===== src/logic/hdc_cfg.svh =====
`ifndef HDC_CFG_SVH
`define HDC_CFG_SVH

// ------------------------------------------------------------
// hypervector geometry
// ------------------------------------------------------------
// bits per random word
`define HDC_WORD_W 32
// words per hypervector, 8 gives 256 bits, 32 gives 1024
`define HDC_WORDS 8
// item address width, up to 1024 items
`define HDC_ITEM_ADDR_W 10
// xorshift start value, reloaded whenever gen is low
`define HDC_SEED 32'h2545F491

// ------------------------------------------------------------
// axi-lite bus
// ------------------------------------------------------------
`define AXIL_ADDR_W 32
`define AXIL_DATA_W 32
// addr bits 11:10 value of the register block
`define AXIL_REG_REGION 0

`endif


===== src/logic/axil_pkg.sv =====
package axil_pkg;

    // slave channel fsm
    typedef enum logic [2:0] {
        idle        = 3'd0,
        // aw taken, waiting for w
        addr_only   = 3'd1,
        // w taken, waiting for aw
        data_only   = 3'd2,
        write_resp  = 3'd3,
        // one cycle for the register read mux
        read_decode = 3'd4,
        read_resp   = 3'd5
    } axil_state_e;

    // bresp / rresp encoding
    typedef logic [1:0] axil_resp_t;

    localparam axil_resp_t OKAY = 2'b00;

endpackage


===== src/logic/hdc_pkg.sv =====
`include "hdc_cfg.svh"

package hdc_pkg;

    // one prng word
    typedef logic [`HDC_WORD_W-1:0] word_t;

    // full hypervector, word 0 in the low bits
    typedef word_t [`HDC_WORDS-1:0] vector_t;

    // item address, also used for the item count
    typedef logic [`HDC_ITEM_ADDR_W-1:0] item_addr_t;

    // slot of a word inside one vector
    typedef logic [$clog2(`HDC_WORDS)-1:0] word_idx_t;

    // byte offsets inside the register block
    typedef enum logic [9:0] {
        // bit 0 gen, bit 1 reads 0
        REG_CTRL     = 10'h000,
        // last item address N
        REG_ITEM_NUM = 10'h004
    } reg_offset_e;

endpackage


===== src/logic/axil_slave.sv =====
`include "hdc_cfg.svh"

`default_nettype none

module axil_slave (
    input  logic                      AXIS_ACLK,
    input  logic                      S_AXI_ARESETN,
    input  logic [`AXIL_ADDR_W-1:0]   s_axi_awaddr,
    input  logic                      s_axi_awvalid,
    output logic                      s_axi_awready,
    input  logic [`AXIL_DATA_W-1:0]   s_axi_wdata,
    input  logic [`AXIL_DATA_W/8-1:0] s_axi_wstrb,
    input  logic                      s_axi_wvalid,
    output logic                      s_axi_wready,
    input  logic                      s_axi_bready,
    output axil_pkg::axil_resp_t      s_axi_bresp,
    output logic                      s_axi_bvalid,
    input  logic [`AXIL_ADDR_W-1:0]   s_axi_araddr,
    input  logic                      s_axi_arvalid,
    output logic                      s_axi_arready,
    input  logic                      s_axi_rready,
    output axil_pkg::axil_resp_t      s_axi_rresp,
    output logic                      s_axi_rvalid,
    output logic                      reg_wr,
    output logic                      reg_rd,
    output logic [11:2]               wr_addr,
    output logic [`AXIL_DATA_W-1:0]   wr_data,
    output logic [11:2]               rd_addr
);
    import axil_pkg::*;

    axil_state_e state;
    logic        aw_hs;
    logic        w_hs;
    logic        ar_hs;

    // ------------------------------------------------------------
    // channel handshakes
    // ------------------------------------------------------------
    assign s_axi_awready = (state == idle) || (state == data_only);
    assign s_axi_wready  = (state == idle) || (state == addr_only);
    // read yields to a pending write in idle
    assign s_axi_arready = (state == idle) && !s_axi_awvalid && !s_axi_wvalid;
    assign s_axi_bvalid  = (state == write_resp);
    assign s_axi_rvalid  = (state == read_resp);
    assign s_axi_bresp   = OKAY;
    assign s_axi_rresp   = OKAY;

    assign aw_hs = s_axi_awvalid && s_axi_awready;
    assign w_hs  = s_axi_wvalid && s_axi_wready;
    assign ar_hs = s_axi_arvalid && s_axi_arready;

    // register strobes
    assign reg_wr = (state == write_resp);
    assign reg_rd = (state == read_decode);

    // ------------------------------------------------------------
    // fsm
    // ------------------------------------------------------------
    always_ff @(posedge AXIS_ACLK) begin
        if (!S_AXI_ARESETN) begin
            state <= idle;
        end else begin
            case (state)
                idle: begin
                    if (aw_hs && w_hs) begin
                        state <= write_resp;
                    end else if (aw_hs) begin
                        state <= addr_only;
                    end else if (w_hs) begin
                        state <= data_only;
                    end else if (ar_hs) begin
                        state <= read_decode;
                    end
                end
                addr_only:   if (w_hs) state <= write_resp;
                data_only:   if (aw_hs) state <= write_resp;
                // held until the master takes the response
                write_resp:  if (s_axi_bready) state <= idle;
                read_decode: state <= read_resp;
                read_resp:   if (s_axi_rready) state <= idle;
                default:     state <= idle;
            endcase
        end
    end

    // address and data capture, word address only
    always_ff @(posedge AXIS_ACLK) begin
        if (aw_hs) wr_addr <= s_axi_awaddr[11:2];
        if (w_hs) wr_data <= s_axi_wdata;
        if (ar_hs) rd_addr <= s_axi_araddr[11:2];
    end

endmodule

`default_nettype wire


===== src/logic/ctrl_regs.sv =====
`include "hdc_cfg.svh"

`default_nettype none

module ctrl_regs (
    input  logic                    AXIS_ACLK,
    input  logic                    S_AXI_ARESETN,
    input  logic                    reg_wr,
    input  logic                    reg_rd,
    input  logic [11:2]             wr_addr,
    input  logic [`AXIL_DATA_W-1:0] wr_data,
    input  logic [11:2]             rd_addr,
    input  logic                    item_valid,
    input  hdc_pkg::item_addr_t     item_addr,
    output logic                    gen,
    output logic [`AXIL_DATA_W-1:0] rdata
);
    import hdc_pkg::*;

    item_addr_t              item_num;
    logic                    wr_hit;
    logic                    rd_hit;
    reg_offset_e             wr_off;
    reg_offset_e             rd_off;
    logic                    last_item;
    logic [`AXIL_DATA_W-1:0] rd_word;

    // region select on addr bits 11:10
    assign wr_hit = reg_wr && (wr_addr[11:10] == 2'(`AXIL_REG_REGION));
    assign rd_hit = rd_addr[11:10] == 2'(`AXIL_REG_REGION);
    assign wr_off = reg_offset_e'({wr_addr[9:2], 2'b00});
    assign rd_off = reg_offset_e'({rd_addr[9:2], 2'b00});

    // item N is out, stop after this edge
    assign last_item = gen && item_valid && (item_addr == item_num);

    // ------------------------------------------------------------
    // register write and gen auto-clear
    // ------------------------------------------------------------
    always_ff @(posedge AXIS_ACLK) begin
        if (!S_AXI_ARESETN) begin
            gen      <= 1'b0;
            item_num <= '0;
        end else begin
            if (last_item) gen <= 1'b0;
            // bus write wins over the auto-clear
            if (wr_hit) begin
                case (wr_off)
                    REG_CTRL:     gen <= wr_data[0];
                    REG_ITEM_NUM: item_num <= wr_data[`HDC_ITEM_ADDR_W-1:0];
                    default:      ;
                endcase
            end
        end
    end

    // read mux, unmapped reads 0
    always_comb begin
        rd_word = '0;
        if (rd_hit) begin
            case (rd_off)
                REG_CTRL:     rd_word[0] = gen;
                REG_ITEM_NUM: rd_word[`HDC_ITEM_ADDR_W-1:0] = item_num;
                default:      ;
            endcase
        end
    end

    // loaded in read_decode, shown in read_resp
    always_ff @(posedge AXIS_ACLK) begin
        if (reg_rd) rdata <= rd_word;
    end

endmodule

`default_nettype wire


===== src/logic/xorshift_prng.sv =====
`include "hdc_cfg.svh"

`default_nettype none

module xorshift_prng (
    input  logic           AXIS_ACLK,
    input  logic           S_AXI_ARESETN,
    input  logic           gen,
    output hdc_pkg::word_t rand_word
);
    import hdc_pkg::*;

    word_t state;
    word_t step_a;
    word_t step_b;
    word_t step_c;

    // xorshift32, shifts 13 / 17 / 5
    assign step_a = state ^ (state << 13);
    assign step_b = step_a ^ (step_a >> 17);
    assign step_c = step_b ^ (step_b << 5);

    // seed held while idle, one step per cycle while gen
    always_ff @(posedge AXIS_ACLK) begin
        if (!S_AXI_ARESETN || !gen) begin
            state <= `HDC_SEED;
        end else begin
            state <= step_c;
        end
    end

    assign rand_word = state;

endmodule

`default_nettype wire


===== src/logic/item_vector_gen.sv =====
`include "hdc_cfg.svh"

`default_nettype none

module item_vector_gen (
    input  logic                AXIS_ACLK,
    input  logic                S_AXI_ARESETN,
    input  logic                gen,
    input  hdc_pkg::word_t      rand_word,
    output logic                item_valid,
    output hdc_pkg::item_addr_t item_addr,
    output hdc_pkg::vector_t    item_vector
);
    import hdc_pkg::*;

    localparam word_idx_t LAST_SLOT = word_idx_t'(`HDC_WORDS - 1);

    word_idx_t word_cnt;
    logic      vec_done;

    // last word goes in this cycle
    assign vec_done = (word_cnt == LAST_SLOT);

    // ------------------------------------------------------------
    // word counter
    // ------------------------------------------------------------
    always_ff @(posedge AXIS_ACLK) begin
        if (!S_AXI_ARESETN || !gen) begin
            word_cnt <= '0;
        end else if (vec_done) begin
            word_cnt <= '0;
        end else begin
            word_cnt <= word_cnt + 1'b1;
        end
    end

    // ------------------------------------------------------------
    // item strobe and address
    // ------------------------------------------------------------
    // one cycle after the last slot fills
    always_ff @(posedge AXIS_ACLK) begin
        if (!S_AXI_ARESETN || !gen) begin
            item_valid <= 1'b0;
            item_addr  <= '0;
        end else begin
            item_valid <= vec_done;
            // next address once the current item was shown
            if (item_valid) item_addr <= item_addr + 1'b1;
        end
    end

    // ------------------------------------------------------------
    // vector assembly
    // ------------------------------------------------------------
    // slot 0 of the next vector is written in the strobe cycle,
    // so the presented vector is still whole during item_valid
    always_ff @(posedge AXIS_ACLK) begin
        if (!S_AXI_ARESETN || !gen) begin
            item_vector <= '0;
        end else begin
            item_vector[word_cnt] <= rand_word;
        end
    end

endmodule

`default_nettype wire


===== src/logic/hdc_top.sv =====
`include "hdc_cfg.svh"

`default_nettype none

module hdc_top (
    input  logic                      AXIS_ACLK,
    input  logic                      S_AXI_ARESETN,
    input  logic [`AXIL_ADDR_W-1:0]   s_axi_awaddr,
    input  logic                      s_axi_awvalid,
    output logic                      s_axi_awready,
    input  logic [`AXIL_DATA_W-1:0]   s_axi_wdata,
    input  logic [`AXIL_DATA_W/8-1:0] s_axi_wstrb,
    input  logic                      s_axi_wvalid,
    output logic                      s_axi_wready,
    input  logic                      s_axi_bready,
    output axil_pkg::axil_resp_t      s_axi_bresp,
    output logic                      s_axi_bvalid,
    input  logic [`AXIL_ADDR_W-1:0]   s_axi_araddr,
    input  logic                      s_axi_arvalid,
    output logic                      s_axi_arready,
    input  logic                      s_axi_rready,
    output logic [`AXIL_DATA_W-1:0]   s_axi_rdata,
    output axil_pkg::axil_resp_t      s_axi_rresp,
    output logic                      s_axi_rvalid,
    output logic                      item_valid,
    output hdc_pkg::item_addr_t       item_addr,
    output hdc_pkg::vector_t          item_vector
);
    import hdc_pkg::*;

    // ------------------------------------------------------------
    // internal nets
    // ------------------------------------------------------------
    logic                    reg_wr;
    logic                    reg_rd;
    logic [11:2]             wr_addr;
    logic [11:2]             rd_addr;
    logic [`AXIL_DATA_W-1:0] wr_data;
    logic                    gen;
    word_t                   rand_word;

    // bus side
    axil_slave u_axil_slave (
        .AXIS_ACLK     (AXIS_ACLK),
        .S_AXI_ARESETN (S_AXI_ARESETN),
        .s_axi_awaddr  (s_axi_awaddr),
        .s_axi_awvalid (s_axi_awvalid),
        .s_axi_awready (s_axi_awready),
        .s_axi_wdata   (s_axi_wdata),
        .s_axi_wstrb   (s_axi_wstrb),
        .s_axi_wvalid  (s_axi_wvalid),
        .s_axi_wready  (s_axi_wready),
        .s_axi_bready  (s_axi_bready),
        .s_axi_bresp   (s_axi_bresp),
        .s_axi_bvalid  (s_axi_bvalid),
        .s_axi_araddr  (s_axi_araddr),
        .s_axi_arvalid (s_axi_arvalid),
        .s_axi_arready (s_axi_arready),
        .s_axi_rready  (s_axi_rready),
        .s_axi_rresp   (s_axi_rresp),
        .s_axi_rvalid  (s_axi_rvalid),
        .reg_wr        (reg_wr),
        .reg_rd        (reg_rd),
        .wr_addr       (wr_addr),
        .wr_data       (wr_data),
        .rd_addr       (rd_addr)
    );

    // gen / item count, rdata straight to the port
    ctrl_regs u_ctrl_regs (
        .AXIS_ACLK     (AXIS_ACLK),
        .S_AXI_ARESETN (S_AXI_ARESETN),
        .reg_wr        (reg_wr),
        .reg_rd        (reg_rd),
        .wr_addr       (wr_addr),
        .wr_data       (wr_data),
        .rd_addr       (rd_addr),
        .item_valid    (item_valid),
        .item_addr     (item_addr),
        .gen           (gen),
        .rdata         (s_axi_rdata)
    );

    // random word source
    xorshift_prng u_prng (
        .AXIS_ACLK     (AXIS_ACLK),
        .S_AXI_ARESETN (S_AXI_ARESETN),
        .gen           (gen),
        .rand_word     (rand_word)
    );

    // item memory vectors
    item_vector_gen u_item_gen (
        .AXIS_ACLK     (AXIS_ACLK),
        .S_AXI_ARESETN (S_AXI_ARESETN),
        .gen           (gen),
        .rand_word     (rand_word),
        .item_valid    (item_valid),
        .item_addr     (item_addr),
        .item_vector   (item_vector)
    );

endmodule

`default_nettype wire


===== config.mk =====
export PLATFORM = sky130hd
export DESIGN_NAME = hdc_top
export DESIGN_NICKNAME = d
export VERILOG_FILES = /design/src/logic/axil_pkg.sv /design/src/logic/hdc_pkg.sv /design/src/logic/axil_slave.sv /design/src/logic/ctrl_regs.sv /design/src/logic/xorshift_prng.sv /design/src/logic/item_vector_gen.sv /design/src/logic/hdc_top.sv
export VERILOG_INCLUDE_DIRS = /design/src /design/src/logic
export SDC_FILE = /design/constraint.sdc
export NUM_CORES = 1
export LEC_CHECK = 0
export ABC_CLOCK_PERIOD_IN_PS = 2200
export BUFFER_PORTS_ARGS = -buffer_cell sky130_fd_sc_hd__buf_2
export CORE_ASPECT_RATIO = 1.4
export CORE_UTILIZATION = 45
export DETAILED_ROUTE_END_ITERATION = 16
export MAX_ROUTING_LAYER = met4
export PLACE_DENSITY = 0.72
export SLEW_MARGIN = 5
export SYNTH_ARGS = -nofsm -noshare
export SYNTH_HDL_FRONTEND = slang
export SYNTH_SLANG_ARGS = --single-unit

===== constraint.sdc =====
create_clock -name AXIS_ACLK -period 2.2 [get_ports AXIS_ACLK]
set_input_delay 0.44 -clock AXIS_ACLK [delete_from_list [all_inputs] [get_ports AXIS_ACLK]]
set_output_delay 0.44 -clock AXIS_ACLK [all_outputs]
set_load 0.005 [all_outputs]

* Word-level counts from Yosys, hierarchy flattened *
Index checks and enable logic that the tools add are counted.

word-level totals
  memories = 0
  logic and storage cells = 83
  bits in latches = 0
  input port bits = 107
  output and inout port bits = 308
  register bits = 356
  memory bits (read-only) = 0
  RAM bits = 0

operators by class
  shift operators = 0
  multipliers = 0
  magnitude comparators = 2
  div/mod/pow operators = 0
  reduce and logical (&&, ||, !) cells = 26
  $add $sub $neg = 2
  multiplexer cells = 16
  bitwise logic cells = 3
  eq/ne operators = 14

operator list
  operator                                                                  count
  256-bit bitwise mux                                                       1
  32-bit demux with 3-bit select                                            1
  32-bit bitwise XOR                                                        2
  32-bit two-way mux                                                        1
  32-bit by 15-bit bitwise XOR with 32-bit output                           1
  3-bit two-way mux                                                         8
  10-bit logical NOT                                                        2
  3-bit case mux with 6 select lines                                        1
  8-bit by 1-bit equality test with 1-bit output (second input constant)    2
  10-bit by 1-bit adder with 10-bit output (second input constant)          1
  10-bit equality test                                                      1
  1-bit logical AND                                                         10
  3-bit equality test (second input constant)                               3
  3-bit by 2-bit equality test with 1-bit output (second input constant)    2
  5-bit by 2-bit inequality test with 1-bit output (second input constant)  1
  5-bit AND reduction                                                       1
  1-bit logical NOT                                                         4
  2-bit logical NOT                                                         2
  3-bit by 4-bit < comparator with 1-bit output (second input constant)     1
  2-bit by 1-bit inequality test with 1-bit output (second input constant)  2
  2-bit inequality test (second input constant)                             2
  2-bit AND reduction                                                       2
  3-bit by 1-bit adder with 3-bit output (second input constant)            1
  3-bit by 1-bit equality test with 1-bit output (second input constant)    1
  other kinds (6)                                                           10

* Longest topological paths before layout *
Gate-level depths: netlist of the first run.

  depth after elaboration = 9
  gate-level depth with buffers = 7

* Modules after synthesis *
Synthesis of the first run repeated with hierarchy kept, for this count alone.

unflattened totals
  cells, all modules = 1548
  area, all modules = 14393.8 um^2

modules (own cells, without submodules)
  module           times used  seq. area each (um^2)  area an instance (um^2)  cells an instance
  item_vector_gen  1           5405.2                 9751.9                   1217
  axil_slave       1           1621.6                 1894.3                   95
  xorshift_prng    1           640.6                  1579.0                   131
  ctrl_regs        1           520.5                  1168.6                   105

* Worst setup path after synthesis of the first run *
No wires, ideal clock.

  kind = register to register
  start point = register u_axil_slave.state[2]
  end point = register u_ctrl_regs.rdata[0] (enable)
  cell stages (with the launch flop) = 4
  arrival = 1.262 ns
  slack = 0.548 ns
  cell sequence = dfxtp_1 buf_6 inv_1 nor3_1

between the ends
  longest elaborated chain between the ends = 1

RTL lines
  item                    RTL line          RTL
  from (decl)             axil_slave.sv:32  axil_state_e state;
  from (signal assigned)  axil_slave.sv:62  state <= idle;
  from (signal assigned)  axil_slave.sv:67  state <= write_resp;
  from (signal assigned)  axil_slave.sv:69  state <= addr_only;
  3-bit equality test     axil_slave.sv:55  assign reg_rd = (state == read_decode);
  to (signal assigned)    ctrl_regs.sv:71   if (reg_rd) rdata <= rd_word;
  to (decl)               ctrl_regs.sv:16   output logic [`AXIL_DATA_W-1:0] rdata

Every way passes these cells.
A chain may end at the register's enable or synchronous reset.

* Worst setup path after layout of the first run *
  start point = register u_axil_slave.state[0]
  end point = output s_axi_bvalid

between the ends
  longest elaborated chain between the ends = 1

RTL lines
  item                                            RTL line          RTL
  3-bit by 2-bit equality test with 1-bit output  axil_slave.sv:44  assign s_axi_bvalid = (state == write_resp);
  to (decl)                                       hdc_top.sv:17     output logic s_axi_bvalid,

Every way passes these cells.

==> impl_metrics.json, run 1 <==
{
  "status": "completed",
  "drv_slew": 0,
  "routabilityCongestion": 0.821,
  "p_per_area_nw_per_um2": 796,
  "area_growth_pct": 22.1,
  "ant_nets": 0,
  "path_buf_inv": 1,
  "crit_path_max_fanout": 13,
  "die_x_microns": 148,
  "yosysTopAreaCell": "dfxtp_1",
  "hold_path_class": "in -> reg",
  "vias": 11200,
  "syn_area_sq_um": 13400,
  "start_util": 0.458,
  "fp-row-count": 74,
  "cts.sinks": 356,
  "synth.distinct_cells": 49,
  "dpl_cell_area_sq_um": 15200,
  "synth_cells": 1529,
  "peakVddDrop_v": 0.000638,
  "fin_crit_ns": 2.00,
  "synth-seq-cells": 356,
  "path_class": "reg -> out",
  "arrival_ns": 1.56,
  "fin_nets": 1921,
  "root_buffer": "clkbuf_16",
  "cts_tree": "built",
  "grt_pass1_vias": 10100,
  "fmax_mhz": 501,
  "cts_buffer_depth": 3,
  "die_y_microns": 206,
  "viasPerCell": 5.05,
  "slowest_delay_ns": 0.59,
  "wl_per_cell_microns": 17.7,
  "synthTopCellsByArea": "dfxtp_1 (47%), nand2_1 (15%), a21oi_1 (9.7%), edfxtp_1 (9.0%), xnor2_1 (3.3%)",
  "setup.worst_path.start_class": "flip-flop",
  "pin_count": 415,
  "antenna_found_initial": 0,
  "skew_ns": 0.0182,
  "antenna_cells": 0,
  "post-route-drc-count": 0,
  "finish.instance_area_sq_um": 16400,
  "dr.pass1.iters": 5,
  "die_area_sq_um": 30500,
  "yosysWarnings": 0,
  "crit_required_ns": 1.76,
  "clk_transition_reported_paths_ns": 0.06,
  "initialDrtViolationCount": 741,
  "grt_use_total": 0.258,
  "htree_levels": 2,
  "numCtsBuffers": 35,
  "critPathTopFamily": "flip-flops",
  "min_period_over_period": 0.907,
  "rsz0062_at_grt": "false",
  "drive_gt1_frac": 0.248,
  "fin_util": 0.560,
  "core_area_sq_um": 29300,
  "slew_headroom": 0.484,
  "ys_seq_area_frac": 0.561,
  "cts-hold-fix-buffers": 0,
  "leakagePower_nw": 6.60,
  "grt_max_degree": 106,
  "placement.io_buffers": 318,
  "synth_top_area_frac": 0.472,
  "tns_ns": 0,
  "post_cts_buffers": 0,
  "maxCapViolations": 0,
  "dp_hpwl_mm": 26.4,
  "hold_viol": 0,
  "cts-resized-gates": 0,
  "report.final.setup_viol": 0,
  "worstSkewPairLatency_ns": 0.53,
  "grt_first_pass_wirelength_mm": 57.6,
  "worst_path_max_delay_cell": "dfxtp_1",
  "worst_pin_slew_ns": 0.773,
  "overflow": 0,
  "crit_chain": "and3b_2 > buf_2",
  "end_kind": "output pin",
  "syn_avg_cell_area_sq_um": 8.77,
  "drt-total-wl_mm": 39.1,
  "hold_ws_ns": 0.0825
}
==> metal layers <==
metal | global-route usage | part of all wire | vias up
li1 | - | - | 5422
met2 | 0.429 | 0.50 | 421
met4 | 0.138 | 0.050 | 0
met3 | 0.0525 | 0.066 | 119
met5 | - | 0 | -
met1 | 0.291 | 0.39 | 5220
==> cells in the mapped netlist (all sizes together) <==
cell      n
nor4      3
nor3b     3
or3b      1
nand3b    1
o221a     2
buf     121
edfxtp   40
dfxtp   316
and2     14
xor2     18
xnor2    61
and3b     3
conb      1
a21oi   260
or3       3
o211a     1
nand3     4
inv       6
mux2i    13
o21ba     1
a31oi     1
or2       3
clkbuf   36
nor2b    10
nand2   535
o32ai     1
nand4     7
ha        3
o21ai     3
nor4b     1
nor2     39
o22ai     1
nor3     11
a32o      1
and3      5
==> path summary, 6_finish.rpt <==
path | from | end | slack (ns) | depth (start not counted)
max | u_axil_slave.state[0] | s_axi_bvalid | 0.20 | 2
min | s_axi_awaddr[4] | u_axil_slave.wr_addr[4] | 0.08 | 1
max reg2reg | u_item_gen.word_cnt[2] | u_item_gen.item_vector[150] | 0.34 | 4
min reg2reg | u_item_gen.item_vector[164] | u_item_gen.item_vector[164] | 0.45 | 2
==> registers in the layout, indices dropped and copies added, names as in the netlist <==
register and flops:
u_item_gen.item_valid 1, u_axil_slave.state 3, u_axil_slave.wr_data 10, u_ctrl_regs.item_num 10
u_ctrl_regs.rdata 10, u_prng.rand_word 32, u_axil_slave.rd_addr 10, u_item_gen.item_addr 10
u_axil_slave.wr_addr 10, u_item_gen.item_vector 256, u_item_gen.word_cnt 3, u_ctrl_regs.gen 1
==> layout by cell type (no fill, tap or decap), drive strengths merged, types with 2 or more instances in the layout <==
cell type,count
nand2,535
buf,377
dfxtp,316
a21oi,260
xnor2,61
clkbuf,48
edfxtp,40
nor2,39
conb,26
xor2,18
and2,14
mux2i,13
nor3,11
nor2b,10
inv,9
clkinv,9
nand4,7
and3,5
nand3,4
or3,3
nor4,3
o21ai,3
ha,3
nor3b,3
or2,3
and3b,3
o221a,2
bufinv,2
==> logic make-up (layout without fill, tap and decap cells) <==
kind of cell | Yosys count | after routing | synth area share
and+or+nand+nor | 643 | 643 | 0.195
DFF | 356 | 356 | 0.561
AOI/OAI and AO/OA | 271 | 271 | 0.104
buffers and inverters | 163 | 445 | 0.0675
xor gates and xnor gates | 79 | 79 | 0.0600
muxes | 13 | 13 | 0.00971
adders and majority gates | 3 | 3 | 0.00280
other | 1 | 26 | 0.000280
==> stage by stage <==
step | std cells | worst slack, ns | total power, mW
after floorplan | 1554 | 0.548 | 7.00
after global placement | 2154 | 0.383 | 7.04
after detailed placement | 2154 | 0.348 | 7.06
after CTS | 2216 | 0.196 | 13.1
after global routing | 2216 | 0.0660 | 13.4
final | 2216 | 0.204 | 13.0
==> area by class of cell <==
| type | instances | area (sq um) |
|---|---|---|
| Timing Repair Buffer | 377 | 2080 |
| Tap cell | 380 | 475 |
| Multi-Input combinational cell | 1035 | 5080 |
| Sequential cell | 356 | 7530 |
| Fill cell | 2634 | 12900 |
| Clock buffer | 48 | 1030 |
| Clock inverter | 14 | 154 |
| Inverter | 6 | 22.5 |
==> power breakdown <==
part           internal, mW  total, mW  switching (mW)
combinational        0.0955      0.210           0.114
clock                  3.55       6.12            2.57
sequential             6.65       6.70          0.0545
No activity file was read; power rests on OpenSTA's default activity.
==> inputs of run 2 (changes only) <==
Settings changed: REMOVE_ABC_BUFFERS set to 1.
==> impl_metrics.json, run 2 (same netlist as run 1, synthesis figures left out) <==
{
  "cts-resized-gates": 0,
  "end_kind": "output pin",
  "rsz0062_at_grt": "false",
  "viasPerCell": 5.02,
  "start_util": 0.458,
  "post-route-drc-count": 0,
  "fin_cells": 2198,
  "clk_transition_reported_paths_ns": 0.07,
  "arrival_ns": 1.56,
  "dp_hpwl_mm": 25.3,
  "area_growth_pct": 21.8,
  "hold_path_class": "in -> reg",
  "fin_crit_ns": 2.00,
  "die_x_microns": 148,
  "drt-total-wl_mm": 38.1,
  "slew_headroom": 0.418,
  "place_inst": 2135,
  "min_period_over_period": 0.909,
  "numCtsBuffers": 35,
  "largest_reg_flops": 256,
  "worst_path_max_delay_cell": "dfxtp_1",
  "status": "completed",
  "drive_gt1_frac": 0.244,
  "power_mw": 12.8,
  "finish.instance_area_sq_um": 16300,
  "peakVddDrop_v": 0.000645,
  "crit_required_ns": 1.76,
  "pin_count": 415,
  "critPathTopFamily": "flip-flops",
  "vias": 11000,
  "routabilityCongestion": 0.810,
  "worst_pin_slew_ns": 0.873,
  "fmax_mhz": 500,
  "cts.sinks": 356,
  "layout.cells.most_common": "nand2_1",
  "leakagePower_nw": 6.52,
  "ant_nets": 0,
  "worstSkewPairLatency_ns": 0.53,
  "placement.io_buffers": 318,
  "core_area_sq_um": 29300,
  "root_buffer": "clkbuf_16",
  "grt_first_pass_wirelength_mm": 56.9,
  "cts-hold-fix-buffers": 0,
  "fin_nets": 1902,
  "initialDrtViolationCount": 673,
  "path_class": "reg -> out",
  "cts_tree": "built",
  "post_cts_buffers": 0,
  "dr.pass1.iters": 5,
  "slowest_delay_ns": 0.60,
  "skew_ns": 0.0177,
  "htree_levels": 2,
  "grt_use_total": 0.252,
  "overflow": 0,
  "antenna_cells": 0,
  "die_area_sq_um": 30500,
  "report.final.setup_viol": 0,
  "grt_max_degree": 96,
  "drv_slew": 0,
  "dpl_cell_area_sq_um": 15200,
  "p_per_area_nw_per_um2": 786,
  "path_buf_inv": 1,
  "mostFrequentLayoutCells": "nand2_1 (532), buf_2 (318), dfxtp_1 (316), a21oi_1 (260), xnor2_1 (50)",
  "cts_buffer_depth": 3,
  "crit_chain": "nor2_1 > and2_1 > buf_2",
  "fillers": 2634,
  "wl_per_cell_microns": 17.3,
  "grt_pass1_vias": 10400,
  "fp-row-count": 74,
  "antenna_found_initial": 0,
  "maxCapViolations": 0,
  "crit_path_max_fanout": 14,
  "hold_viol": 0,
  "setup.worst_path.start_class": "flip-flop",
  "regMostFlops": "u_item_gen.item_vector",
  "die_y_microns": 206
}
==> run 2: power by group <==
group | switching [mW] | internal, mW | total [mW]
sequential | 0.0518 | 6.65 | 6.70
combinational | 0.114 | 0.0967 | 0.211
clock | 2.52 | 3.42 | 5.93
==> run 2: cell type report <==
class	instances	area (sq um)	area share
Sequential cell	356	7530	0.461
Multi-Input combinational cell	1035	5110	0.313
Timing Repair Buffer	358	2040	0.125
Clock buffer	49	1030	0.0631
Tap cell	380	475	0.0291
Clock inverter	14	123	0.00751
Inverter	6	22.5	0.00138
==> run 2: final timing paths <==
check / startpoint / to / slack, ns / depth (start not counted)
worst max register to register: u_item_gen.word_cnt[1] / u_item_gen.item_vector[195] / 0.22 / 4
worst max-delay path: u_axil_slave.state[1] / s_axi_arready / 0.20 / 3
worst min register to register: u_item_gen.item_vector[242] / u_item_gen.item_vector[242] / 0.45 / 2
worst min-delay path: s_axi_wdata[7] / u_axil_slave.wr_data[7] / 0.1 / 1
==> run 2: worst register-to-register path: stages (launching register included) <==
cell	delay, ns
dfxtp_1	0.73
nand2_1	0.21
or2_2	0.64
nand2_1	0.18
a21oi_1	0.08
==> run 2: routing by layer <==
| metal | global-route usage | part of all wire | vias up |
|---|---|---|---|
| li1 | - | - | 5384 |
| met1 | 0.265 | 0.37 | 5132 |
| met2 | 0.431 | 0.50 | 426 |
| met3 | 0.0693 | 0.083 | 102 |
| met4 | 0.132 | 0.046 | 0 |
| met5 | - | 0 | - |
==> run 2: through the flow <==
step / TNS [ns] / utilization / hold WS (ns) / setup slack [ns]
after floorplan: -835.60 / - / 0.453 / -3.08
after global placement: 0 / 0.519 / 0.439 / 0.292
after detailed placement: 0 / 0.519 / 0.444 / 0.237
after CTS: 0 / 0.558 / 0.0692 / 0.196
after global routing: 0 / 0.558 / 0.0720 / 0.0477
final: 0 / 0.558 / 0.0967 / 0.200
